### src/hdl/rv_pkg.sv
package rv_pkg;

    localparam int xlen       = 32;
    localparam int dmem_words = 256;
    localparam int dmem_aw    = $clog2(dmem_words);

    // major opcodes
    localparam logic [6:0] op_lui    = 7'b0110111;
    localparam logic [6:0] op_auipc  = 7'b0010111;
    localparam logic [6:0] op_jal    = 7'b1101111;
    localparam logic [6:0] op_jalr   = 7'b1100111;
    localparam logic [6:0] op_branch = 7'b1100011;
    localparam logic [6:0] op_load   = 7'b0000011;
    localparam logic [6:0] op_store  = 7'b0100011;
    localparam logic [6:0] op_imm    = 7'b0010011;
    localparam logic [6:0] op_reg    = 7'b0110011;

    localparam logic [xlen-1:0] ret_inst = 32'h0000_8067; // jalr x0, 0(ra)

    typedef enum logic [3:0] {
        alu_add,
        alu_sub,
        alu_sll,
        alu_slt,
        alu_sltu,
        alu_xor,
        alu_srl,
        alu_sra,
        alu_or,
        alu_and,
        alu_pass_b  // lui
    } alu_op_e;

    // values follow funct3 of the branch opcode
    typedef enum logic [2:0] {
        br_beq  = 3'b000,
        br_bne  = 3'b001,
        br_none = 3'b010,
        br_blt  = 3'b100,
        br_bge  = 3'b101,
        br_bltu = 3'b110,
        br_bgeu = 3'b111
    } branch_e;

    // values follow funct3 of load/store
    typedef enum logic [2:0] {
        mem_b  = 3'b000,
        mem_h  = 3'b001,
        mem_w  = 3'b010,
        mem_bu = 3'b100,
        mem_hu = 3'b101
    } mem_size_e;

    typedef enum logic [1:0] {
        wb_none     = 2'b00,
        wb_pc_plus4 = 2'b01,
        wb_alu      = 2'b10,
        wb_mem      = 2'b11
    } wb_sel_e;

    typedef enum logic [1:0] {
        flow_plain,
        flow_call,
        flow_ret,
        flow_tail
    } flow_e;

    typedef struct packed {
        logic      a_sel_rs1; // 0 selects pc
        logic      b_sel_imm; // 0 selects rs2
        alu_op_e   alu_op;
        branch_e   branch;
        logic      is_jump;
        logic      rd_we;
        wb_sel_e   wb_sel;
        logic      mem_rd;
        logic      mem_wr;
        mem_size_e mem_size;
        flow_e     flow;
    } ctrl_t;

    typedef struct packed {
        logic            valid;
        logic [xlen-1:0] pc;
        logic [4:0]      rd;
        logic            rd_we;
        logic [xlen-1:0] rd_data;
        logic [xlen-1:0] next_pc;
        flow_e           flow;
    } retire_t;

endpackage
### src/hdl/rv_decoder.sv
`timescale 1ns/1ps

module rv_decoder (
    input  logic [rv_pkg::xlen-1:0] inst,
    output rv_pkg::ctrl_t           ctrl
);
    import rv_pkg::*;

    logic [6:0] opcode;
    logic [2:0] funct3;
    logic       alt;
    logic [4:0] rd;

    assign opcode = inst[6:0];
    assign funct3 = inst[14:12];
    assign rd     = inst[11:7];
    // funct7[5] selects sub/sra, but only shifts look at it for op-imm
    assign alt    = inst[30] && (opcode == op_reg || funct3 == 3'b101);

    function automatic alu_op_e alu_fn(input logic [2:0] f3, input logic f7_alt);
        case (f3)
            3'b000:  return f7_alt ? alu_sub : alu_add;
            3'b001:  return alu_sll;
            3'b010:  return alu_slt;
            3'b011:  return alu_sltu;
            3'b100:  return alu_xor;
            3'b101:  return f7_alt ? alu_sra : alu_srl;
            3'b110:  return alu_or;
            default: return alu_and;
        endcase
    endfunction

    always_comb begin
        ctrl          = '0;
        ctrl.alu_op   = alu_add;
        ctrl.branch   = br_none;
        ctrl.wb_sel   = wb_none;
        ctrl.mem_size = mem_w;
        ctrl.flow     = flow_plain;
        case (opcode)
            op_lui: begin
                ctrl.b_sel_imm = 1'b1;
                ctrl.alu_op    = alu_pass_b;
                ctrl.rd_we     = 1'b1;
                ctrl.wb_sel    = wb_alu;
            end
            op_auipc: begin
                ctrl.b_sel_imm = 1'b1; // pc + imm
                ctrl.rd_we     = 1'b1;
                ctrl.wb_sel    = wb_alu;
            end
            op_jal: begin
                ctrl.b_sel_imm = 1'b1;
                ctrl.is_jump   = 1'b1;
                ctrl.rd_we     = 1'b1;
                ctrl.wb_sel    = wb_pc_plus4;
                ctrl.flow      = (rd == 5'd1) ? flow_call : flow_plain;
            end
            op_jalr: begin
                ctrl.a_sel_rs1 = 1'b1;
                ctrl.b_sel_imm = 1'b1;
                ctrl.is_jump   = 1'b1;
                ctrl.rd_we     = 1'b1;
                ctrl.wb_sel    = wb_pc_plus4;
                if (inst == ret_inst)
                    ctrl.flow = flow_ret;
                else if (rd == 5'd1)
                    ctrl.flow = flow_call;
                else if (rd == 5'd0 && inst[31:20] == 12'd0)
                    ctrl.flow = flow_tail; // jump without link
            end
            op_branch: begin
                ctrl.b_sel_imm = 1'b1; // target is pc + imm
                if (funct3[2:1] != 2'b01)
                    ctrl.branch = branch_e'(funct3);
            end
            op_load: begin
                ctrl.a_sel_rs1 = 1'b1;
                ctrl.b_sel_imm = 1'b1;
                ctrl.rd_we     = 1'b1;
                ctrl.wb_sel    = wb_mem;
                ctrl.mem_rd    = 1'b1;
                ctrl.mem_size  = mem_size_e'(funct3);
            end
            op_store: begin
                ctrl.a_sel_rs1 = 1'b1;
                ctrl.b_sel_imm = 1'b1;
                ctrl.mem_wr    = 1'b1;
                ctrl.mem_size  = mem_size_e'(funct3);
            end
            op_imm, op_reg: begin
                ctrl.a_sel_rs1 = 1'b1;
                ctrl.b_sel_imm = (opcode == op_imm);
                ctrl.alu_op    = alu_fn(funct3, alt);
                ctrl.rd_we     = 1'b1;
                ctrl.wb_sel    = wb_alu;
            end
            default: ; // retires as a no-op
        endcase
    end

endmodule

### config.mk
export PLATFORM = sky130hd
export DESIGN_NAME = rv_decoder
export DESIGN_NICKNAME = d
export VERILOG_FILES = /design/src/hdl/rv_pkg.sv /design/src/hdl/rv_decoder.sv
export SDC_FILE = /design/constraint.sdc
export NUM_CORES = 1
export LEC_CHECK = 0
export BUFFER_PORTS_ARGS = -buffer_cell sky130_fd_sc_hd__buf_2
export CORE_AREA = 2 2 39 41
export DETAILED_ROUTE_END_ITERATION = 7
export DIE_AREA = 0 0 41 43
export PLACE_DENSITY = 0.89
export SLEW_MARGIN = 10
export SYNTH_ARGS = -nofsm -noshare
export SYNTH_HDL_FRONTEND = slang
export SYNTH_SLANG_ARGS = --single-unit
export TNS_END_PERCENT = 10
### constraint.sdc
create_clock -name vclk -period 2.7
set_input_delay 0.135 -clock vclk [all_inputs]
set_output_delay 0.135 -clock vclk [all_outputs]
set_load 0.01 [all_outputs]
==> out/qor.tcl, run 1 <==
set qor(cts_hold_repair.buffers) 0
set qor(layout-area-overhead-vs-synth_pct) 63.8
set qor(post-cts-setup-buffers) 0
set qor(start_util_pct) 28.9
set qor(grt_first_pass_wirelength_um) 2060
set qor(chipWidth_um) 41
set qor(syn-instance-count) 61
set qor(routed_wire_length_per_instance_um) 10.8
set qor(swShare_pct) 52.8
set qor(critical_path_arrival_ps) 1300
set qor(route.vias.total) 653
set qor(wirelength_met1_um) 533
set qor(slowest_stage) {sky130_fd_sc_hd__a211o_1}
set qor(worstSetupStartpointType) {input pin}
set qor(post-synth-top-area-cell) {sky130_fd_sc_hd__nor4_4}
set qor(worst_setup_path_startpoint) {inst[30]}
set qor(peakVddDrop_v) 0.0000428
set qor(routed.top_layer) {met3}
set qor(firstDrtPassIters) 4
set qor(critical_path_class) {input pin to primary output}
set qor(critical_path_sink) {ctrl[0]}
set qor(postRouteAntennaNets) 0
set qor(critical_path.top_delay_family) {simple AND/OR/NAND/NOR gates}
set qor(post-dp-hpwl_um) 1170
set qor(cp.buffers_inverters) 2
set qor(nNetsFinal) 142
set qor(worstPathCellList) {buf_2 > nor4_1 > nand4_1 > a211o_1 > a21oi_2 > buf_2}
set qor(post-route-drc-count) 0
set qor(worst-path-stages) 6
set qor(finalWeightedCongestion) 0.738
set qor(vias_per_cell) 5.27
set qor(groute.usage.overall_pct) 15.7
set qor(drive_above_1_share_pct) 53.7
set qor(power.net_switching_uw) 33.0
set qor(area.sequential_um2) 0
set qor(fp.dieArea_um2) 1760
set qor(cp_data_required_time_ps) 2570
set qor(maxCapViolations) 0
set qor(placement_rows) 14
set qor(post_synth_num_cell_types) 24
set qor(floorplan.io_pins) 52
set qor(slowest_cell_delay_on_critical_path_ps) 310
set qor(dr_wl_met3_um) 157
set qor(syn-num-nets) 93
set qor(initial_antenna_violation_count) 0
set qor(run_status) {complete, no violations}
set qor(tns_ps) 0
set qor(worst-path-max-fanout) 3
set qor(synth_top_area_share_pct) 10.6
set qor(placement.setup.worst_slack_ps) 1250
set qor(cts-resized-gates) 0
set qor(cellPowerDensity_nw_per_um2) 95.2
set qor(power_leakage_nw) 0.356
set qor(filler_cell_count) 132
set qor(n_clock_buffer) 0
set qor(min_path_type) {input pin to primary output}
set qor(ys_top_cells_by_area) {sky130_fd_sc_hd__nor4_4 11%, sky130_fd_sc_hd__and3_1 9.4%, sky130_fd_sc_hd__nand2b_1 7.8%, sky130_fd_sc_hd__nor4_1 7.8%, sky130_fd_sc_hd__buf_2 6.3%}
set qor(clkPwrFrac_pct) 0
set qor(maxSlewViolCount) 0
set qor(worst_slew_pin_slew_ps) 452
set qor(pwr-share-seq_pct) 0
set qor(antenna-diode-count) 0
set qor(layout.sequential_cells) 0
set qor(post-route-min-period_ps) 1440
set qor(slew-limit-headroom_pct) 69.6
set qor(core_region_area_um2) 1380
set qor(yosysMostFrequentCell) {sky130_fd_sc_hd__and3_1}
set qor(synth_warnings) 0
set qor(multi_input_area_um2) 368
set qor(grt_remaining_overflow) 0
set qor(drt-initial-drc-count) 14
set qor(stdcell_area_um2) 656
set qor(timing.critical_path.to_type) {primary output}
set qor(synth-seq-area-share_pct) 0
set qor(buffer_ports.inserted) 52
set qor(setup_violations) 0
set qor(rsz0062_at_grt) {no}
set qor(die_outline_height_um) 43
set qor(maxClockFrequency_mhz) 696
set qor(detail_route.wirelength_um) 1350
set qor(pwr-share-comb_pct) 100.0
set qor(crit_path_frequent_cell) {sky130_fd_sc_hd__buf_2}
set qor(met2_wirelength_um) 653
set qor(number_of_global_route_vias_before_repair) 540
set qor(cellInternalPower_uw) 29.5
set qor(grt_max_degree) 11
set qor(setup_ws_ps) 1260
set qor(synthesis.area_um2) 400
set qor(synth.avg_cell_area_um2) 6.56
set qor(area_after_detailed_placement_um2) 656
set qor(finalHoldViolCount) 0
set qor(layout_worst_path_cycle_share_pct) 53.2
-- per-stage QoR --
| step | hold WS, ps | power [mW] | instances | utilization, % |
|---|---|---|---|---|
| floorplan | 323 | 0.0301 | 61 | - |
| global placement | 531 | 0.0605 | 124 | 47.4 |
| detailed placement | 538 | 0.0626 | 124 | 47.4 |
| CTS | 541 | 0.0628 | 124 | 47.4 |
| global route | 568 | 0.0694 | 124 | 47.4 |
| finish | 540 | 0.0624 | 124 | 47.4 |
-- power by group through the flow --
stage	sequential [mW]	clock, mW	combinational (mW)
finish	0	0	0.0624
global route	0	0	0.0694
CTS	0	0	0.0628
detailed placement	0	0	0.0626
global placement	0	0	0.0605
floorplan	0	0	0.0301
-- worst min-delay path by stage --
| stage | cells past startpoint | to | startpoint | slack [ps] |
|---|---|---|---|---|
| floorplan | 1 | ctrl[1] | inst[7] | 320 |
| global placement | 3 | ctrl[1] | inst[7] | 530 |
| detailed placement | 3 | ctrl[1] | inst[7] | 540 |
| CTS | 3 | ctrl[1] | inst[7] | 540 |
| global route | 3 | ctrl[1] | inst[7] | 570 |
| finish | 3 | ctrl[1] | inst[7] | 540 |
-- metal layers --
layer | vias to the layer above | track usage (%)
met5 | - | 0
met3 | 0 | 1.05
met1 | 285 | 18.0
met4 | 0 | 0
met2 | 39 | 30.6
li1 | 329 | -
-- logic make-up after synthesis --
kind of cell           Yosys count  share of synthesized area, %
AO/OA/AOI/OAI                   15                          24.7
buffers and inverters            7                          8.12
multiplexers                     2                          5.62
AND/OR/NAND/NOR                 37                          61.6
-- cell usage in the layout, fill, tap and decap left out, drive strengths merged, types with 2 or more instances in the layout --
cell	count
o31ai	2
buf	52
mux2	2
nand2b	5
nand2	5
inv	2
nor3	5
nor2	3
nand3b	2
o21ai	5
a211o	2
nor4	7
and3	6
a21oi	3
-- area by class of cell --
| type | count | area share [%] |
|---|---|---|
| multi-input combinational | 54 | 56.1 |
| timing repair buffer | 52 | 39.7 |
| tap | 16 | 3.05 |
| inverter | 2 | 1.15 |
Note: power is estimated with default switching activity, not from simulation.
==> run 2, diff against run 1 <==
==> constraint.sdc (replaced) <==
create_clock -name vclk -period 1.4
set_input_delay 0.07 -clock vclk [all_inputs]
set_output_delay 0.07 -clock vclk [all_outputs]
set_load 0.01 [all_outputs]
==> run 2 against run 1 <==
Net effect: count of clock-buffer cells in the layout is the same; critical endpoint unchanged; largest power group unchanged; combinational power grew 94%; worst hold slack lost 130 ps; design area grew 1.1%.
==> out/qor.tcl, run 2 (synthesis gave the netlist of run 1 again) <==
set qor(swShare_pct) 52.9
set qor(finalHoldViolCount) 0
set qor(post-cts-setup-buffers) 0
set qor(slew-limit-headroom_pct) 69.6
set qor(gr-usage-met3_pct) 1.05
set qor(layout_common_cells) {52 x sky130_fd_sc_hd__buf_2, 6 x sky130_fd_sc_hd__and3_1}
set qor(cts-resized-gates) 0
set qor(setup_violations) 0
set qor(post-route-min-period_ps) 1310
set qor(min_path_type) {input pin to primary output}
set qor(die_outline_height_um) 43
set qor(peakVddDrop_v) 0.0000827
set qor(clkPwrFrac_pct) 0
set qor(grtUsageMet2_pct) 30.6
set qor(rsz0062_at_grt) {no}
set qor(global_route.usage.met1_pct) 18.0
set qor(grt_max_degree) 11
set qor(power.net_switching_uw) 63.7
set qor(n_clock_buffer) 0
set qor(area_after_detailed_placement_um2) 656
set qor(placement_rows) 14
set qor(maxCapViolations) 0
set qor(run_status) {complete, no violations}
set qor(stdcell_area_um2) 663
set qor(firstDrtPassIters) 4
set qor(initial_antenna_violation_count) 0
set qor(floorplan.io_pins) 52
set qor(worst-path-max-fanout) 3
set qor(number_of_global_route_vias_before_repair) 540
set qor(critical_path_class) {input pin to primary output}
set qor(antenna-diode-count) 0
set qor(post-route-drc-count) 0
set qor(drive_above_1_share_pct) 54.1
set qor(worstSetupStartpointType) {input pin}
set qor(buffer_ports.inserted) 52
set qor(cellPowerDensity_nw_per_um2) 182
set qor(finalWeightedCongestion) 0.738
set qor(grt_remaining_overflow) 0
set qor(routed_wire_length_per_instance_um) 10.9
set qor(top_usage_layer) {met2}
set qor(core_region_area_um2) 1380
set qor(vias_per_cell) 5.23
set qor(nNetsFinal) 143
set qor(postRouteAntennaNets) 0
set qor(area.sequential_um2) 0
set qor(layout-area-overhead-vs-synth_pct) 65.6
set qor(pwr-share-seq_pct) 0
set qor(start_util_pct) 28.9
set qor(maxClockFrequency_mhz) 762
set qor(layout.sequential_cells) 0
set qor(tns_ps) 0
set qor(chipWidth_um) 41
set qor(timing.critical_path.to_type) {primary output}
set qor(drt-initial-drc-count) 16
set qor(layout_worst_path_cycle_share_pct) 93.8
set qor(groute.usage.overall_pct) 15.7
set qor(fp.dieArea_um2) 1760
set qor(route.vias.total) 654
set qor(detail_route.wirelength_um) 1360
set qor(maxSlewViolCount) 0
set qor(cp_data_required_time_ps) 1330
set qor(post-dp-hpwl_um) 1170
set qor(critical_path_arrival_ps) 1240
set qor(grt_first_pass_wirelength_um) 2060
set qor(final_common_cell) {sky130_fd_sc_hd__buf_2}
set qor(cts_hold_repair.buffers) 0
set qor(worst_slew_pin_slew_ps) 452
set qor(cellInternalPower_uw) 56.8
set qor(power_leakage_nw) 0.360
set qor(pwr-share-comb_pct) 100.0
==> run 2: changes by cell type in the layout (fill, tap and decap cells not counted), sizes merged <==
cell,delta
buf,+1
==> run 2: per-stage QoR <==
stage          hold slack (ps)  utilization (%)  total power [mW]  setup WS (ps)  instances
4_1_cts                    411             47.4             0.121           78.1        124
6_report                   408             47.9             0.121           87.2        125
2_1_floorplan              193                -            0.0580            288         61
3_3_place_gp               401             47.4             0.117            108        124
5_1_grt                    433             47.9             0.134           5.57        125
3_5_place_dp               408             47.4             0.121           82.3        124
==> run 2: per-layer routing <==
metal,up-vias,wire length (µm)
li1,331,-
met1,284,546
met2,39,661
met3,0,152
met4,0,0
met5,-,0
==> run 2: cell type report <==
type | count | area (µm²)
fillers | 132 | 721
inverters | 2 | 7.51
multi-input cells | 54 | 368
well taps | 16 | 20.0
repair buffers | 53 | 268
==> run 2: path summary, 6_finish.rpt <==
check,start,end,slack (ps),cells after the start
worst max-delay path,inst[30],ctrl[0],90,6
worst min-delay path,inst[7],ctrl[1],410,3
==> run 2: power groups by stage <==
stage | clock [mW] | sequential (mW) | combinational [mW]
CTS | 0 | 0 | 0.121
detailed placement | 0 | 0 | 0.121
global placement | 0 | 0 | 0.117
finish | 0 | 0 | 0.121
global route | 0 | 0 | 0.134
floorplan | 0 | 0 | 0.0580
==> run 2: critical path, cell delays in order <==
cell and delay (ps):
sky130_fd_sc_hd__buf_2 120, sky130_fd_sc_hd__nor4_1 300, sky130_fd_sc_hd__nand4_1 200, sky130_fd_sc_hd__a211o_1 310, sky130_fd_sc_hd__a21oi_2 100, sky130_fd_sc_hd__buf_2 140
