`src/hdl/rv_pkg.sv`:
```
package rv_pkg;

    localparam int xlen       = 32;
    localparam int dmem_words = 256;
    localparam int dmem_aw    = $clog2(dmem_words);

    // major opcodes
    localparam logic [6:0] op_lui    = 7'b0110111;
    localparam logic [6:0] op_auipc  = 7'b0010111;
    localparam logic [6:0] op_jal    = 7'b1101111;
    localparam logic [6:0] op_jalr   = 7'b1100111;
    localparam logic [6:0] op_branch = 7'b1100011;
    localparam logic [6:0] op_load   = 7'b0000011;
    localparam logic [6:0] op_store  = 7'b0100011;
    localparam logic [6:0] op_imm    = 7'b0010011;
    localparam logic [6:0] op_reg    = 7'b0110011;

    localparam logic [xlen-1:0] ret_inst = 32'h0000_8067; // jalr x0, 0(ra)

    typedef enum logic [3:0] {
        alu_add,
        alu_sub,
        alu_sll,
        alu_slt,
        alu_sltu,
        alu_xor,
        alu_srl,
        alu_sra,
        alu_or,
        alu_and,
        alu_pass_b  // lui
    } alu_op_e;

    // values follow funct3 of the branch opcode
    typedef enum logic [2:0] {
        br_beq  = 3'b000,
        br_bne  = 3'b001,
        br_none = 3'b010,
        br_blt  = 3'b100,
        br_bge  = 3'b101,
        br_bltu = 3'b110,
        br_bgeu = 3'b111
    } branch_e;

    // values follow funct3 of load/store
    typedef enum logic [2:0] {
        mem_b  = 3'b000,
        mem_h  = 3'b001,
        mem_w  = 3'b010,
        mem_bu = 3'b100,
        mem_hu = 3'b101
    } mem_size_e;

    typedef enum logic [1:0] {
        wb_none     = 2'b00,
        wb_pc_plus4 = 2'b01,
        wb_alu      = 2'b10,
        wb_mem      = 2'b11
    } wb_sel_e;

    typedef enum logic [1:0] {
        flow_plain,
        flow_call,
        flow_ret,
        flow_tail
    } flow_e;

    typedef struct packed {
        logic      a_sel_rs1; // 0 selects pc
        logic      b_sel_imm; // 0 selects rs2
        alu_op_e   alu_op;
        branch_e   branch;
        logic      is_jump;
        logic      rd_we;
        wb_sel_e   wb_sel;
        logic      mem_rd;
        logic      mem_wr;
        mem_size_e mem_size;
        flow_e     flow;
    } ctrl_t;

    typedef struct packed {
        logic            valid;
        logic [xlen-1:0] pc;
        logic [4:0]      rd;
        logic            rd_we;
        logic [xlen-1:0] rd_data;
        logic [xlen-1:0] next_pc;
        flow_e           flow;
    } retire_t;

endpackage
```
`src/hdl/rv_imm_gen.sv`:
```
`timescale 1ns/1ps

module rv_imm_gen (
    input  logic [rv_pkg::xlen-1:0] inst,
    output logic [rv_pkg::xlen-1:0] imm
);
    import rv_pkg::*;

    logic [6:0] opcode;

    assign opcode = inst[6:0];

    always_comb begin
        case (opcode)
            op_imm, op_load, op_jalr:
                imm = {{20{inst[31]}}, inst[31:20]};
            op_store:
                imm = {{20{inst[31]}}, inst[31:25], inst[11:7]};
            op_branch:
                imm = {{19{inst[31]}}, inst[31], inst[7], inst[30:25], inst[11:8], 1'b0};
            op_lui, op_auipc:
                imm = {inst[31:12], 12'd0};
            op_jal:
                imm = {{11{inst[31]}}, inst[31], inst[19:12], inst[20], inst[30:21], 1'b0};
            default:
                imm = '0;
        endcase
    end

endmodule

```
`config.mk`:
```
export PLATFORM = sky130hd
export DESIGN_NAME = rv_imm_gen
export DESIGN_NICKNAME = d
export VERILOG_FILES = /design/src/hdl/rv_pkg.sv /design/src/hdl/rv_imm_gen.sv
export SDC_FILE = /design/constraint.sdc
export NUM_CORES = 1
export LEC_CHECK = 0
export BUFFER_PORTS_ARGS = -buffer_cell sky130_fd_sc_hd__buf_2
export CAP_MARGIN = 20
export CORE_MARGIN = 10
export CORE_UTILIZATION = 32
export DETAILED_ROUTE_END_ITERATION = 16
export MAX_ROUTING_LAYER = met4
export PLACE_DENSITY = 0.82
export SYNTH_ARGS = -nofsm -noshare
export SYNTH_HDL_FRONTEND = slang
export SYNTH_SLANG_ARGS = --single-unit
```
`constraint.sdc`:
```
create_clock -name vclk -period 1.1
set_input_delay 0.11 -clock vclk [all_inputs]
set_output_delay 0.11 -clock vclk [all_outputs]
set_load 0.02 [all_outputs]
```
==> out/metrics.cfg, run 1 <==
[logic_synthesis]
seq_area_frac_synth=0
postSynthCellCount=79
ys_warn_count=0
yosysUniqueCellTypes=33
syn-num-nets=111
synth_common_cells=13 x nand3_1, 12 x o21ai_0, 8 x a21o_2
syn_area_um2=547
synth_area_leaders=a21o_2 13%, nand3_1 12%, o21ai_0 11%, a22o_1 6.4%, nor2b_1 4.6%
synth_top_cell_by_area=a21o_2
synth_top_area_frac=0.128
synth.most_common_cell=nand3_1
synth_area_per_cell_um2=6.92

[outcome]
lastStage=global routing (5_1_grt)
error=[ERROR DPL-0033] detailed placement checks failed during check placement.
outcome=aborted with a tool error

[placement]
place_hpwl_um=2250
gp_congestion=0.800
pre_cts_ws_ns=-0.247
port_buffers=64

[floorplanning]
die_h_um=61.3
ios=64
start_util=0.351
die_x_um=61.3
rows=14

[timing]
crit_endpoint=imm[4]
worst-ep-kind=output port

[global_routing]
grt_max_degree=14
antenna_found_initial=0

metrics by stage:
stage / utilization / cell area, µm² / hold slack (ns) / std cells
after floorplan: - / 679 / 0.336 / 79
after global placement: 0.674 / 1050 / 0.542 / 161
after detailed placement: 0.674 / 1050 / 0.545 / 161
after CTS: 0.900 / 1400 / 0.514 / 165
repair_timing:
action | in CTS
setup buffers | 1
hold buffers | 0
resized for setup | 84
gates cloned | 3
endpoints found under the setup margin | 32
pin swaps | 11
hold endpoints to repair | 0
logic make-up after synthesis:
family                 Yosys count  share of synthesized area
multiplexers                     1                     0.0183
AO/OA/AOI/OAI                   33                      0.467
buffers and inverters           10                     0.0984
AND/OR/NAND/NOR                 35                      0.416
==> run 2: changes to the inputs <==
Settings changed: CORE_AREA set to 10 10 71 73, CORE_MARGIN 10 to not set, CORE_UTILIZATION 32 to not set, DIE_AREA set to 0 0 81 83, MAX_ROUTING_LAYER met4 to not set, PLACE_DENSITY 0.82 to not set, PLACE_DENSITY_LB_ADDON set to 0.15.
Clock period 1.1 ns to 1.4 ns, I/O delays scaled along.
==> out/metrics.cfg, run 2 <==
[detailed_routing]
postRouteAntennaNets=0
routed-wl-met2_um=1210
wl_per_cell_um=15.7
routed_wirelength_um=3050
topRoutingLayerUsed=met3
drt_iter0_markers=35
avgViaCountPerCell=4.63
routed-wl-met3_um=462
vias=898
drc_errors=0
firstDrtPassIters=2
drt-met1-wl_um=1380

[global_routing]
antenna_found_initial=0
grt_max_degree=18
grt_pass1_vias=942
track_usage=0.0782
grt_pass1_wl_um=4540
grt_overflow_total=0

[timing]
worstMarginPinSlew_ns=0.325
fin_ws_ns=0.0278
setup_viol=0
hold_violations=0
fin_crit_sh=0.980
fin_crit_ns=1.37
rsz0062_at_grt=true
finalMaxSlewViolations=0
slew_headroom=0.783
fmax_ghz=0.729

[floorplanning]
start_util=0.150
dieArea_um2=6720
rows=22
core_um2=3630
die_x_um=81
die_h_um=83
ios=64

[setup_path]
start_kind=input pin
cp_max_fo=17
crit_required_ns=1.26
path_class=input pin to output port
critPathArrivalTime_ns=1.23
worst_setup_path_end_kind=output port

[cells_and_area]
seq_cells=0
regArea_um2=0
fin_nets=180
area_delta_synth_final_pct=89.9
antenna_cells=0
layout_common_cells=53 x buf_2, 20 x buf_4, 13 x nand3_1
n_fill_cell=423
layout_commonest_cell=buf_2
clock_buffers=0
layout-drive-gt1-share=0.637

[flow_run]
cap_violations=0

[clocking]
hold_buffers=0
postCtsSetupBuffers=0

[placement]
port_buffers=64
pre_cts_ws_ns=-0.0173
gp_congestion=0.838
place_hpwl_um=2420

[power]
pwr_density_cell_nw_per_um2=206
p_sw_mw=0.114
p_clk_frac=0
swShare=0.534
ir_drop_v=0.0000536
internal_power_mw=0.0997
power_mw=0.214
p_leak_nw=0.573
p_seq_frac=0
power_frac_comb=1.000

[logic_synthesis]
synth_common_cells=13 x nand3_1, 12 x o21ai_0, 8 x a21o_2
synth_area_per_cell_um2=6.92
synth_area_leaders=a21o_2 13%, nand3_1 12%, o21ai_0 11%, a22o_1 6.4%, nor2b_1 4.6%
ys_warn_count=0
yosysUniqueCellTypes=33
syn_area_um2=547
synth_top_cell_by_area=a21o_2
postSynthCellCount=79
syn-num-nets=111
synth_top_area_frac=0.128
seq_area_frac_synth=0
synth.most_common_cell=nand3_1

[hold_path]
hp-class=input pin to output port

[outcome]
outcome=finished, final reports clean

==> run 2: what timing repair did <==
item / CTS / global route
cloned: 1 / 1
resized for setup: 0 / 19
setup endpoints to repair: 9 / 25
pin swaps: 1 / 3
==> run 2: logic make-up (layout without fill, tap and decap cells) <==
kind of cell,after synthesis,after routing,share of synthesized area
and+or+nand+nor,35,36,0.416
AOI/OAI and AO/OA,33,34,0.467
buffers and inverters,10,75,0.0984
muxes,1,1,0.0183
==> run 2: power groups by stage <==
stage | Combinational (mW) | Clock, mW | Sequential, mW
final | 0.214 | 0 | 0
after global routing | 0.234 | 0 | 0
after CTS | 0.200 | 0 | 0
after detailed placement | 0.197 | 0 | 0
after global placement | 0.196 | 0 | 0
after floorplan | 0.0984 | 0 | 0
==> run 2: final cells by class <==
cell class	instances	area (µm²)	area share
multi-input cells	71	539	0.519
repair buffers	74	435	0.419
well taps	48	60.1	0.0578
inverters	1	3.75	0.00361
==> run 2: layer usage <==
metal | up-vias | global-route usage
met5 | - | 0
met3 | 0 | 0.0420
met2 | 54 | 0.112
met1 | 403 | 0.107
li1 | 441 | -
met4 | 0 | 0
==> run 2: per-stage QoR <==
step	instances	util	hold WS, ns	instance area [µm²]	setup TNS [ns]
CTS	193	0.268	0.604	973	0
detailed placement	192	0.265	0.605	965	-0.0861
global placement	192	0.265	0.608	965	-0.00130
floorplan	79	-	0.430	547	-0.677
finish	194	0.286	0.584	1040	0
global route	194	0.286	0.602	1040	-0.139
==> run 2: worst max-delay path, cell delays in order <==
cell and delay [ns]:
buf_2 0.13, and4bb_2 0.28, a2bb2oi_2 0.19, buf_12 0.16, and2b_1 0.18, buf_2 0.15
==> run 2: path summary, 6_finish.rpt <==
path,start,to,slack [ns],cells past startpoint
setup / recovery,inst[3],imm[6],0.03,6
hold / removal,inst[17],imm[17],0.58,3
No activity file was read; power rests on OpenSTA's default activity.
==> run 3: changes to the inputs <==
Settings changed: BUFFER_PORTS_ARGS -buffer_cell sky130_fd_sc_hd__buf_2 to -buffer_cell sky130_fd_sc_hd__buf_4, SETUP_SLACK_MARGIN set to 0.3.
Clock period 1.4 ns to 1.7 ns, I/O delays scaled along.
==> out/metrics.cfg, run 3 (synthesis gave the netlist of run 2 again) <==
[placement]
place_area_um2=1050
gp_congestion=0.740
dp_cells=184
place_hpwl_um=2460
port_buffers=64

[cells_and_area]
layout_commonest_cell=buf_4
area_delta_synth_final_pct=154
clock_buffers=0
stdcell_count=195
seq_cells=0
layout-drive-gt1-share=0.741
regArea_um2=0
antenna_cells=0
finalInstanceArea_um2=1390
fin_util=0.383
layout_common_cells=59 x buf_4, 12 x nand3_1, 9 x o21ai_2, 9 x buf_6, 8 x a21o_2
fin_nets=181

[setup_path]
crit_buf_inv=3
cp_max_fo=5
crit_required_ns=1.53
slowest_stage=nand3b_1
path_common_cell=buf_12
cpLargestDelayFamily=simple AND/OR/NAND/NOR gates
critPathArrivalTime_ns=1.23
cp_num_cells=6
path_class=input pin to output port
cpPeakStageDelay_ns=0.26
worst_setup_path_end_kind=output port
start_kind=input pin
worstPathCellList=buf_12 > nand3b_1 > a2bb2oi_4 > buf_12 > and2b_1 > buf_6

[power]
p_leak_nw=0.689
pwr_density_cell_nw_per_um2=177
ir_drop_v=0.0000565

[timing]
fin_crit_sh=0.824
rsz0062_at_grt=true
setup_viol=0
slew_headroom=0.651
finalMaxSlewViolations=0
fin_setup_tns_ns=0
worstMarginPinSlew_ns=0.523
fmax_ghz=0.714
fin_crit_ns=1.40
hold_violations=0

[floorplanning]
rows=22
ios=64
die_h_um=83
core_um2=3630
dieArea_um2=6720
start_util=0.150
die_x_um=81

[hold_path]
hp-class=input pin to output port
hold_path_depth=3

[global_routing]
grt_overflow_total=0
grt_max_degree=18
antenna_found_initial=0
track_usage=0.0814
grt_pass1_wl_um=4750
grt_pass1_vias=939

[detailed_routing]
postRouteAntennaNets=0
routed_wirelength_um=3470
firstDrtPassIters=4
drt_iter0_markers=77
vias=931
drc_errors=0
avgViaCountPerCell=4.77
wl_per_cell_um=17.8

[flow_run]
cap_violations=0

[outcome]
outcome=finished, final reports clean

==> run 3: changes by cell type in the layout (fill, tap and decap cells not counted), moves of 2 or more <==
cell       delta
buf_4        +39
buf_6         +9
nor2b_1       -2
and3b_1       -2
o21ai_0       -8
buf_12        +3
o21ai_2       +9
buf_2        -53
buf_8         +2
clkbuf_16     +2
nor2b_4       +2
==> run 3: area by class of cell <==
cell class                      count  area, µm²
Fill cell                         385       2240
Multi-Input combinational cell     70        622
Tap cell                           48       60.1
Timing Repair Buffer               76        704
Inverter                            1       3.75
==> run 3: where the power goes <==
part	internal [mW]	switching, mW	total [mW]
combinational	0.136	0.109	0.246
sequential	0	0	0
clock	0	0	0
==> run 3: metrics by stage <==
step | setup WS, ns | hold slack [ns] | total power, mW
6_report | 0.298 | 0.639 | 0.246
5_1_grt | 0.252 | 0.660 | 0.262
4_1_cts | 0.271 | 0.643 | 0.199
3_5_place_dp | 0.0434 | 0.644 | 0.178
3_3_place_gp | 0.0683 | 0.644 | 0.178
2_1_floorplan | 0.172 | 0.490 | 0.0811
==> run 3: worst paths after layout <==
path,endpoint,from
worst min-delay path,imm[18],inst[18]
worst max-delay path,imm[8],inst[4]
==> run 3: per-layer routing <==
layer | routed length, µm | up-vias | GRT usage
met4 | 0 | 0 | 0
met2 | 1460 | 60 | 0.117
met1 | 1500 | 430 | 0.109
li1 | - | 441 | -
met3 | 513 | 0 | 0.0453
met5 | 0 | - | 0
==> run 3: timing repair <==
item,CTS,global route
pin swaps,6,4
gates cloned,1,2
setup buffers,2,6
hold buffers,0,0
resized for setup,24,30
setup endpoints to repair,30,32
==> run 4: changes to the inputs <==
Clock period 1.7 ns to 1.2 ns, I/O delays scaled along.
==> out/metrics.cfg, run 4 (synthesis gave the netlist of run 2 again) <==
[setup_path]
critPathArrivalTime_ns=1.21
start_kind=input pin
crit_start=inst[4]
worst_setup_path_end_kind=output port
crit_required_ns=1.08
cp_max_fo=7
path_class=input pin to output port

[power]
power_frac_comb=1.000
p_clk_frac=0
p_leak_nw=0.795
ir_drop_v=0.0000848
internal_power_mw=0.223
p_seq_frac=0
pwr_density_cell_nw_per_um2=238
p_sw_mw=0.168
swShare=0.429
power_mw=0.390

[global_routing]
track_usage=0.0920
grt_pass1_vias=1045
antenna_found_initial=0
grt_pass1_wl_um=5230
grt_overflow_total=0
grt_max_degree=12

[outcome]
violations=setup timing
outcome=finished with violations

[detailed_routing]
postRouteAntennaNets=0
wl_per_cell_um=16.3
routed-wl-met2_um=1620
routed_wirelength_um=3350
drt-met1-wl_um=1280
avgViaCountPerCell=4.54
routed-wl-met3_um=452
topRoutingLayerUsed=met3
drc_errors=0
vias=930
firstDrtPassIters=4
drt_iter0_markers=25

[timing]
fin_setup_tns_ns=-2.13
setup_viol=31
hold_violations=0
slew_headroom=0.805
timing.hold.ws_ns=0.532
fin_crit_ns=1.33
rsz0062_at_grt=true
fmax_ghz=0.751
fin_crit_sh=1.11
fin_ws_ns=-0.131
worstMarginPinSlew_ns=0.291
finalMaxSlewViolations=0

[cells_and_area]
stdcell_count=205
finalInstanceArea_um2=1640
antenna_cells=0
layout_common_cells=38 x buf_6, 38 x buf_4, 13 x nand3_1
layout-drive-gt1-share=0.783
clock_buffers=0
fin_util=0.451
seq_cells=0
area_delta_synth_final_pct=200
fin_nets=191
regArea_um2=0

[placement]
place_area_um2=1280
pre_cts_ws_ns=-0.162
dp_cells=195
port_buffers=64
gp_congestion=0.771
place_hpwl_um=2540

[clocking]
hold_buffers=0

[hold_path]
hp-class=input pin to output port
worstHoldStart=inst[12]

[floorplanning]
ios=64
dieArea_um2=6720
start_util=0.150
core_um2=3630
die_h_um=83
rows=22
die_x_um=81

[flow_run]
cap_violations=0

run 4: cell types whose count changed in the layout (fill, tap and decap cells not counted), sizes merged:
cell / delta
clkbuf: -2
buf: +11
and3b: +1
run 4: worst paths after layout:
kind | end | slack [ns] | cells past startpoint
setup / recovery | imm[29] | -0.13 | 7
hold / removal | imm[12] | 0.53 | 3
run 4: metal layers:
layer,global-route usage,up-vias
met5,0,-
met4,0,0
met3,0.0431,0
met2,0.159,46
met1,0.106,420
li1,-,464
run 4: worst max-delay path, cell delays in order:
cell       delay (ns)
buf_8            0.10
nand3b_1         0.24
a2bb2oi_4        0.21
buf_12           0.13
buf_16           0.14
o21ai_2          0.13
buf_6            0.14
run 4: final cells by class:
class | instances | area, µm²
fill | 349 | 1990
tap | 48 | 60.1
multi-input combinational | 71 | 696
timing repair buffer | 85 | 881
inverter | 1 | 3.75
run 4: power groups by stage:
stage / sequential, mW / clock [mW] / combinational [mW]
finish: 0 / 0 / 0.390
global route: 0 / 0 / 0.419
CTS: 0 / 0 / 0.379
detailed placement: 0 / 0 / 0.312
global placement: 0 / 0 / 0.309
floorplan: 0 / 0 / 0.148
run 4: what timing repair did:
action	in CTS	in global routing
setup endpoints to repair	32	32
endpoints found under the hold margin	0	0
gates cloned	3	0
gates resized for setup	46	11
setup buffers	5	2
pin swaps	16	12
