**src/hdl/rv_pkg.sv**
```systemverilog
package rv_pkg;

    localparam int xlen       = 32;
    localparam int dmem_words = 256;
    localparam int dmem_aw    = $clog2(dmem_words);

    // major opcodes
    localparam logic [6:0] op_lui    = 7'b0110111;
    localparam logic [6:0] op_auipc  = 7'b0010111;
    localparam logic [6:0] op_jal    = 7'b1101111;
    localparam logic [6:0] op_jalr   = 7'b1100111;
    localparam logic [6:0] op_branch = 7'b1100011;
    localparam logic [6:0] op_load   = 7'b0000011;
    localparam logic [6:0] op_store  = 7'b0100011;
    localparam logic [6:0] op_imm    = 7'b0010011;
    localparam logic [6:0] op_reg    = 7'b0110011;

    localparam logic [xlen-1:0] ret_inst = 32'h0000_8067; // jalr x0, 0(ra)

    typedef enum logic [3:0] {
        alu_add,
        alu_sub,
        alu_sll,
        alu_slt,
        alu_sltu,
        alu_xor,
        alu_srl,
        alu_sra,
        alu_or,
        alu_and,
        alu_pass_b  // lui
    } alu_op_e;

    // values follow funct3 of the branch opcode
    typedef enum logic [2:0] {
        br_beq  = 3'b000,
        br_bne  = 3'b001,
        br_none = 3'b010,
        br_blt  = 3'b100,
        br_bge  = 3'b101,
        br_bltu = 3'b110,
        br_bgeu = 3'b111
    } branch_e;

    // values follow funct3 of load/store
    typedef enum logic [2:0] {
        mem_b  = 3'b000,
        mem_h  = 3'b001,
        mem_w  = 3'b010,
        mem_bu = 3'b100,
        mem_hu = 3'b101
    } mem_size_e;

    typedef enum logic [1:0] {
        wb_none     = 2'b00,
        wb_pc_plus4 = 2'b01,
        wb_alu      = 2'b10,
        wb_mem      = 2'b11
    } wb_sel_e;

    typedef enum logic [1:0] {
        flow_plain,
        flow_call,
        flow_ret,
        flow_tail
    } flow_e;

    typedef struct packed {
        logic      a_sel_rs1; // 0 selects pc
        logic      b_sel_imm; // 0 selects rs2
        alu_op_e   alu_op;
        branch_e   branch;
        logic      is_jump;
        logic      rd_we;
        wb_sel_e   wb_sel;
        logic      mem_rd;
        logic      mem_wr;
        mem_size_e mem_size;
        flow_e     flow;
    } ctrl_t;

    typedef struct packed {
        logic            valid;
        logic [xlen-1:0] pc;
        logic [4:0]      rd;
        logic            rd_we;
        logic [xlen-1:0] rd_data;
        logic [xlen-1:0] next_pc;
        flow_e           flow;
    } retire_t;

endpackage
```
**src/hdl/rv_branch_unit.sv**
```systemverilog
`timescale 1ns/1ps

module rv_branch_unit (
    input  logic [rv_pkg::xlen-1:0] rs1_data,
    input  logic [rv_pkg::xlen-1:0] rs2_data,
    input  rv_pkg::branch_e         branch,
    output logic                    taken
);
    import rv_pkg::*;

    logic eq;
    logic lt;
    logic ltu;

    assign eq  = (rs1_data == rs2_data);
    assign lt  = ($signed(rs1_data) < $signed(rs2_data));
    assign ltu = (rs1_data < rs2_data);

    always_comb begin
        case (branch)
            br_beq:  taken = eq;
            br_bne:  taken = !eq;
            br_blt:  taken = lt;
            br_bge:  taken = !lt;
            br_bltu: taken = ltu;
            br_bgeu: taken = !ltu;
            default: taken = 1'b0; // not a branch
        endcase
    end

endmodule

```
**config.mk**
```make
export PLATFORM = sky130hd
export DESIGN_NAME = rv_branch_unit
export DESIGN_NICKNAME = d
export VERILOG_FILES = /design/src/hdl/rv_pkg.sv /design/src/hdl/rv_branch_unit.sv
export SDC_FILE = /design/constraint.sdc
export NUM_CORES = 1
export LEC_CHECK = 0
export ABC_CLOCK_PERIOD_IN_PS = 3400
export BUFFER_PORTS_ARGS = -buffer_cell sky130_fd_sc_hd__buf_2
export CORE_MARGIN = 5
export CORE_UTILIZATION = 45
export DETAILED_ROUTE_END_ITERATION = 7
export PLACE_DENSITY = 0.9
export RECOVER_POWER = 100
export SYNTH_ARGS = -nofsm -noshare
export SYNTH_HDL_FRONTEND = slang
export SYNTH_SLANG_ARGS = --single-unit
```
**constraint.sdc**
```tcl
create_clock -name vclk -period 3.4
set_clock_uncertainty 0.2 [all_clocks]
set_input_delay 0.17 -clock vclk [all_inputs]
set_output_delay 0.17 -clock vclk [all_outputs]
set_load 0.05 [all_outputs]
```
==> flow_metrics.tcl, run 1 <==
set metrics [dict create \
    synth_top_area_share_pct 46.3 \
    globalplace.congestion 0.744 \
    worst_pin_slew_ps 604 \
    fill_cells 157 \
    yosys_warnings 0 \
    yosys-top-cells-area "ha_1 46%, inv_1 14%, a21oi_1 6.9%, nand4_1 4.3%, a221oi_2 3.5%" \
    synth_top_cell_by_area "ha_1" \
    fmax_mhz 366 \
    multi_input_comb_area_um2 741 \
    synth_cell_types 25 \
    grt_pass1_wl_um 3730 \
    syn_area_um2 865 \
    drive_gt1_share_pct 38.8 \
    hpwl_um 2300 \
    drt_iter0_drc 7 \
    critPathMaxStageDelay_ps 700 \
    period_share_pct 80.3 \
    ant_nets 0 \
    hp-class "input port to output pin" \
    grt_start_max_net_pins 4 \
    status "completed" \
    hold_viol_final 0 \
    wl_per_cell_um 11.2 \
    slew_viol_final 0 \
    die_area_um2 2900 \
    design.seq.count 0 \
    die_w_um 53.8 \
    p_per_area_nw_per_um2 111 \
    area_growth_pct 42.8 \
    setup_tns_ps 0 \
    yosysMostFrequentCell "inv_1" \
    vias_per_cell 4.90 \
    cts_setup_buffers 0 \
    diodes 0 \
    crit_path_end_kind "output pin" \
    cts_hold_buf 0 \
    stdcell_count 213 \
    critical_path.startpoint "rs2_data[31]" \
    critPathMaxFanout 3 \
    ios 68 \
    maxCapViolCount 0 \
    routed_wirelength_um 2390 \
    grt_pass1_vias 1057 \
    place_inst 213 \
    slew_headroom_pct 59.9 \
    synth.avg_cell_area_um2 7.20 \
    critPathLaunchType "input port" \
    grt.overflow.total 0 \
    dr.pass1.iters 3 \
    remaining_drc_errors 0 \
    rsz0062_at_grt "false" \
    fp.dieH_um 53.8 \
    clkbuf_count 0 \
    crit_slowest_cell "or4b_2" \
    initial_core_util_pct 48.5 \
    num_vias 1043 \
    nets 289 \
    grt_use_total_pct 16.2 \
    core_um2 1780 \
    portBuffers 68 \
    crit_end "taken" \
    regArea_um2 0 \
    required_ps 3030 \
    cts_resized 0 \
    setup_viol 0 \
    leakage_nw 0.792 \
    yosysSeqAreaShare_pct 0 \
    synth.cells.most_frequent "33 x inv_1, 32 x ha_1, 12 x a21oi_1" \
    antenna_found_initial 0 \
    fp-row-count 15 \
    critical_path_class "input port to output pin" \
    crit_arrival_ps 2360 \
    crit_chain "buf_2 -> inv_1 -> ha_1 -> nand4_1 -> or4b_2 -> o22ai_1 -> or4_1 -> a31o_1 -> clkbuf_1" \
    syn_inst 120 \
    ir_drop_v 0.0000540 \
    syn-num-nets 219 \
    finish.utilization_pct 69.3 \
    period_minus_slack_ps 2730 \
]
==> critical path: cells and delay by family <==
kind / cells / cell delay, ps
fa+ha+maj: 1 / 310
buf+inv: 3 / 570
simple gates: 3 / 1000
compound gates: 2 / 300
==> report_power, final <==
| group | internal [W] | switching, W |
|---|---|---|
| logic | 0.0000706 | 0.0000664 |
| registers | 0 | 0 |
| clock network | 0 | 0 |
==> how the worst min path moves through the flow <==
| stage | start | cells past startpoint | to | slack (ps) |
|---|---|---|---|---|
| 4_1_cts | branch[2] | 3 | taken | 610 |
| 6_report | branch[2] | 3 | taken | 700 |
| 3_5_place_dp | branch[2] | 3 | taken | 610 |
| 5_1_grt | branch[2] | 3 | taken | 710 |
| 3_3_place_gp | branch[2] | 3 | taken | 600 |
| 2_1_floorplan | branch[2] | 1 | taken | 470 |
==> cells in the final DEF, fill, tap and decap left out <==
master	count
a21o_1	1
a21oi_1	12
a21oi_2	1
a221o_1	1
a221oi_2	2
a31o_1	1
and4_2	2
buf_2	67
clkbuf_1	1
ha_1	32
inv_1	33
nand2_1	8
nand3_1	5
nand4_1	6
nor2_1	2
nor2b_1	1
nor3_1	2
nor3b_1	1
o211ai_1	1
o21ai_0	2
o21ai_1	1
o22ai_1	1
o31ai_1	1
or4_1	1
or4b_2	1
xnor2_1	1
xor2_1	1
==> kinds of logic (layout without fill, tap and decap cells) <==
group	Yosys count	after routing	share of synthesized area, %
compound gates	24	24	18.7
buf+inv	33	101	14.3
simple gates	29	29	18.7
fa+ha+maj	32	32	46.3
xor+xnor	2	2	2.03
==> per-layer routing <==
metal	vias up	GRT usage [%]	wire length (um)
met4	0	0.851	0
met1	446	16.7	927
met3	0	1.39	189
met5	-	0	0
met2	37	35.3	1270
li1	560	-	-
==> per-stage QoR <==
| stage | hold slack (ps) | power [W] | instance area [um^2] | setup WS (ps) |
|---|---|---|---|---|
| floorplan | 467 | 0.0000804 | 865 | 1040 |
| global placement | 605 | 0.000129 | 1240 | 912 |
| detailed placement | 610 | 0.000138 | 1240 | 844 |
| CTS | 610 | 0.000139 | 1240 | 838 |
| global route | 711 | 0.000158 | 1230 | 541 |
| finish | 703 | 0.000137 | 1230 | 669 |
==> layout make-up <==
class | instances | area share, %
multi-input combinational | 87 | 60.0
timing repair buffer | 68 | 27.5
tap | 25 | 2.53
inverter | 33 | 10.0
No activity file was read; power rests on OpenSTA's default activity.
==> inputs of run 2 (changes only) <==
ABC_CLOCK_PERIOD_IN_PS = 2300   (was 3400)
CORE_UTILIZATION = 38   (was 45)
PLACE_DENSITY = 0.81   (was 0.9)
clock period = 2.3 ns   (was 3.4 ns; I/O delays follow)
==> flow_metrics.tcl, run 2 (same netlist as run 1, synthesis figures left out) <==
set metrics [dict create \
    netSwitchingFraction_pct 45.5 \
    clockPowerShare_pct 0 \
    fp.dieH_um 57.7 \
    crit_slowest_cell "or4_1" \
    crit_chain "buf_6 -> inv_4 -> ha_4 -> buf_4 -> nand4_1 -> nor3_1 -> a221o_1 -> or4_1 -> a31o_1 -> buf_6" \
    die_area_um2 3330 \
    grt_pass1_vias 1161 \
    dr.pass1.iters 4 \
    critPathMaxStageDelay_ps 500 \
    leakage_nw 0.846 \
    ant_nets 0 \
    violations "setup timing" \
    critical_path_class "input port to output pin" \
    min_from "branch[2]" \
    setup_viol 1 \
    fp-row-count 17 \
    fmax_mhz 434 \
    globalplace.congestion 0.748 \
    grt_start_max_net_pins 4 \
    power_w 0.000275 \
    hp-class "input port to output pin" \
    pwr-share-seq_pct 0 \
    ios 68 \
    critical_path.startpoint "rs2_data[21]" \
    die_w_um 57.7 \
    portBuffers 68 \
    rsz0062_at_grt "true" \
    area_growth_pct 74.0 \
    diodes 0 \
    p_int_w 0.000150 \
    hold_viol_final 0 \
    multi_input_comb_area_um2 916 \
    layout_common_cells "65 x buf_2, 24 x inv_1, 22 x ha_1" \
    nets 298 \
    ir_drop_v 0.000119 \
    wl_per_cell_um 11.8 \
    worst_pin_slew_ps 328 \
    slew_viol_final 0 \
    num_vias 1105 \
    period_share_pct 100 \
    clkbuf_count 0 \
    fill_cells 182 \
    setup_tns_ps -3.54 \
    drt_iter0_drc 20 \
    critPathMaxFanout 2 \
    antenna_found_initial 0 \
    remaining_drc_errors 0 \
    hpwl_um 2110 \
    design.seq.count 0 \
    routed_wirelength_um 2640 \
    crit_path_end_kind "output pin" \
    grt_pass1_wl_um 4200 \
    grt.overflow.total 0 \
    grt_use_total_pct 14.9 \
    status "finished, violations left" \
    crit_arrival_ps 1990 \
    switchingPower_w 0.000125 \
    initial_core_util_pct 39.5 \
    regArea_um2 0 \
    drive_gt1_share_pct 55.3 \
    slew_headroom_pct 78.1 \
    period_minus_slack_ps 2300 \
    critPathLaunchType "input port" \
    wl_met2_um 1350 \
    required_ps 1990 \
    top_layer_used "met4" \
    maxCapViolCount 0 \
    worst_slack_ps -3.54 \
    p_per_area_nw_per_um2 183 \
    vias_per_cell 4.91 \
    wl_met3_um 322 \
    final_common_cell "buf_2" \
    crit_end "taken" \
    core_um2 2190 \
    cpMostUsedCell "buf_6" \
    met1_length_um 938 \
    comb_power_share_pct 100.0 \
]
==> run 2: cell types whose count changed in the layout (fill, tap and decap cells not counted), sizes merged <==
| cell | before | now |
|---|---|---|
| buf | 67 | 77 |
| clkbuf | 1 | 0 |
==> run 2: power groups by stage <==
| stage | clock [W] | sequential [W] | combinational, W |
|---|---|---|---|
| finish | 0 | 0 | 0.000275 |
| global route | 0 | 0 | 0.000311 |
| CTS | 0 | 0 | 0.000248 |
| detailed placement | 0 | 0 | 0.000216 |
| global placement | 0 | 0 | 0.000211 |
| floorplan | 0 | 0 | 0.000119 |
==> run 2: worst max-delay path: cells and delay by family <==
| family | cells | cell delay (ps) |
|---|---|---|
| and+or+nand+nor | 3 | 690 |
| AOI/OAI and AO/OA | 2 | 570 |
| adders and majority gates | 1 | 190 |
| buffers and inverters | 4 | 410 |
==> run 2: metrics by stage <==
stage                     util, %  instance area [um^2]  hold slack [ps]  cells  setup WS (ps)
after floorplan                 -                   865              357    120           52.9
after global placement       59.3                  1300              491    224           -103
after detailed placement     59.3                  1300              504    224           -134
after CTS                    65.4                  1430              441    225           12.8
after global routing         68.6                  1500              447    225           -100
final                        68.6                  1500              423    225          -3.54
==> run 2: worst min path at each step <==
| stage | to | slack [ps] | cells after the start |
|---|---|---|---|
| finish | taken | 420 | 3 |
| global route | taken | 450 | 3 |
| CTS | taken | 440 | 3 |
| detailed placement | taken | 500 | 3 |
| global placement | taken | 490 | 3 |
| floorplan | taken | 360 | 1 |
==> run 2: repair_timing <==
action / in CTS / in global routing
setup buffers: 1 / 0
pin swaps: 9 / 12
gates resized for setup: 17 / 21
endpoints found under the setup margin: 1 / 1
hold buffers: 0 / 0
==> run 2: final cells by class <==
type | instances | area share [%]
timing repair buffer | 77 | 28.4
tap | 28 | 2.33
multi-input combinational | 87 | 60.9
inverter | 33 | 8.40
==> run 2: layer usage <==
metal,GRT usage (%),vias up
li1,-,578
met1,15.6,469
met2,29.7,54
met3,3.34,4
met4,2.98,0
met5,0,-
==> inputs of run 3 (changes only) <==
MAX_ROUTING_LAYER = met4   (was default)
==> flow_metrics.tcl, run 3 (same netlist as run 1, synthesis figures left out) <==
set metrics [dict create \
    critPathMaxFanout 2 \
    dr.pass1.iters 4 \
    holdWs_ps 423 \
    rsz0062_at_grt "true" \
    routed_wirelength_um 2640 \
    wl_met2_um 1350 \
    remaining_drc_errors 0 \
    worst_pin_slew_ps 328 \
    grt_pass1_vias 1161 \
    worst_slack_ps -3.56 \
    top_layer_used "met4" \
    nets 298 \
    critPathMaxStageDelay_ps 500 \
    fp.dieH_um 57.7 \
    cts_hold_buf 0 \
    maxCapViolCount 0 \
    antenna_found_initial 0 \
    area_growth_pct 74.0 \
    setup_viol 1 \
    drive_gt1_share_pct 55.3 \
    layout_common_cells "65 x buf_2, 24 x inv_1, 22 x ha_1" \
    critPathTopFamily "simple AND/OR/NAND/NOR gates" \
    ios 68 \
    crit_slowest_cell "or4_1" \
    grt_use_total_pct 15.3 \
    drt_iter0_drc 22 \
    slew_viol_final 0 \
    hold_viol_final 0 \
    period_share_pct 100 \
    num_vias 1105 \
    initial_core_util_pct 39.5 \
    cpMostUsedCell "buf_6" \
    clkbuf_count 0 \
    hp-class "input port to output pin" \
    critical_path_class "input port to output pin" \
    hpwl_um 2110 \
    grt_pass1_wl_um 4200 \
    period_minus_slack_ps 2300 \
    met1_length_um 980 \
    leakage_nw 0.846 \
    grt.overflow.total 0 \
    crit_arrival_ps 1990 \
    final_common_cell "buf_2" \
    die_area_um2 3330 \
    ant_nets 0 \
    slew_headroom_pct 78.1 \
    cp_num_buf_inv 4 \
    required_ps 1990 \
    grt_start_max_net_pins 4 \
    p_per_area_nw_per_um2 183 \
    fmax_mhz 434 \
    regArea_um2 0 \
    portBuffers 68 \
    fp-row-count 17 \
    globalplace.congestion 0.758 \
    violations "setup timing" \
    crit_path_end_kind "output pin" \
    core_um2 2190 \
    status "finished, violations left" \
    vias_per_cell 4.91 \
    crit_chain "buf_6 -> inv_4 -> ha_4 -> buf_4 -> nand4_1 -> nor3_1 -> a221o_1 -> or4_1 -> a31o_1 -> buf_6" \
    wl_per_cell_um 11.7 \
    critPathLaunchType "input port" \
    die_w_um 57.7 \
    wl_met3_um 274 \
    diodes 0 \
    ir_drop_v 0.000119 \
    design.seq.count 0 \
    finish.utilization_pct 68.6 \
]
==> run 3: worst min-delay path: stages <==
cell and delay (ps):
buf_2 90, a31o_1 150, buf_6 160
==> run 3: report_power, final <==
group / internal [W] / switching, W / total, W
sequential: 0 / 0 / 0
combinational: 0.000150 / 0.000125 / 0.000275
clock: 0 / 0 / 0
==> run 3: final cells by class <==
type | instances | area (um^2)
well taps | 28 | 35.0
repair buffers | 77 | 427
fillers | 182 | 687
multi-input cells | 87 | 916
inverters | 33 | 126
==> run 3: layer usage <==
layer  GRT usage, %  vias up
li1               -      578
met1           16.4      471
met2           29.7       52
met3           2.00        4
met4           2.98        0
met5              -        -
==> run 3: repair_timing <==
action,CTS,global route
resized for setup,17,21
pin swaps,9,12
endpoints found under the setup margin,1,1
setup buffers,1,0
gates cloned,0,0
==> run 3: worst paths after layout <==
check | startpoint | endpoint | slack [ps] | depth (start not counted)
worst min-delay path | branch[2] | taken | 420 | 3
worst max-delay path | rs2_data[21] | taken | -4 | 10
==> run 3: stage by stage <==
step	cells	power, W	setup WS, ps	cell area, um^2	setup TNS, ps
floorplan	120	0.000119	52.9	865	0
global placement	224	0.000211	-103	1300	-103
global route	225	0.000311	-100	1500	-100
CTS	225	0.000248	12.8	1430	0
detailed placement	224	0.000216	-134	1300	-134
finish	225	0.000275	-3.56	1500	-3.56
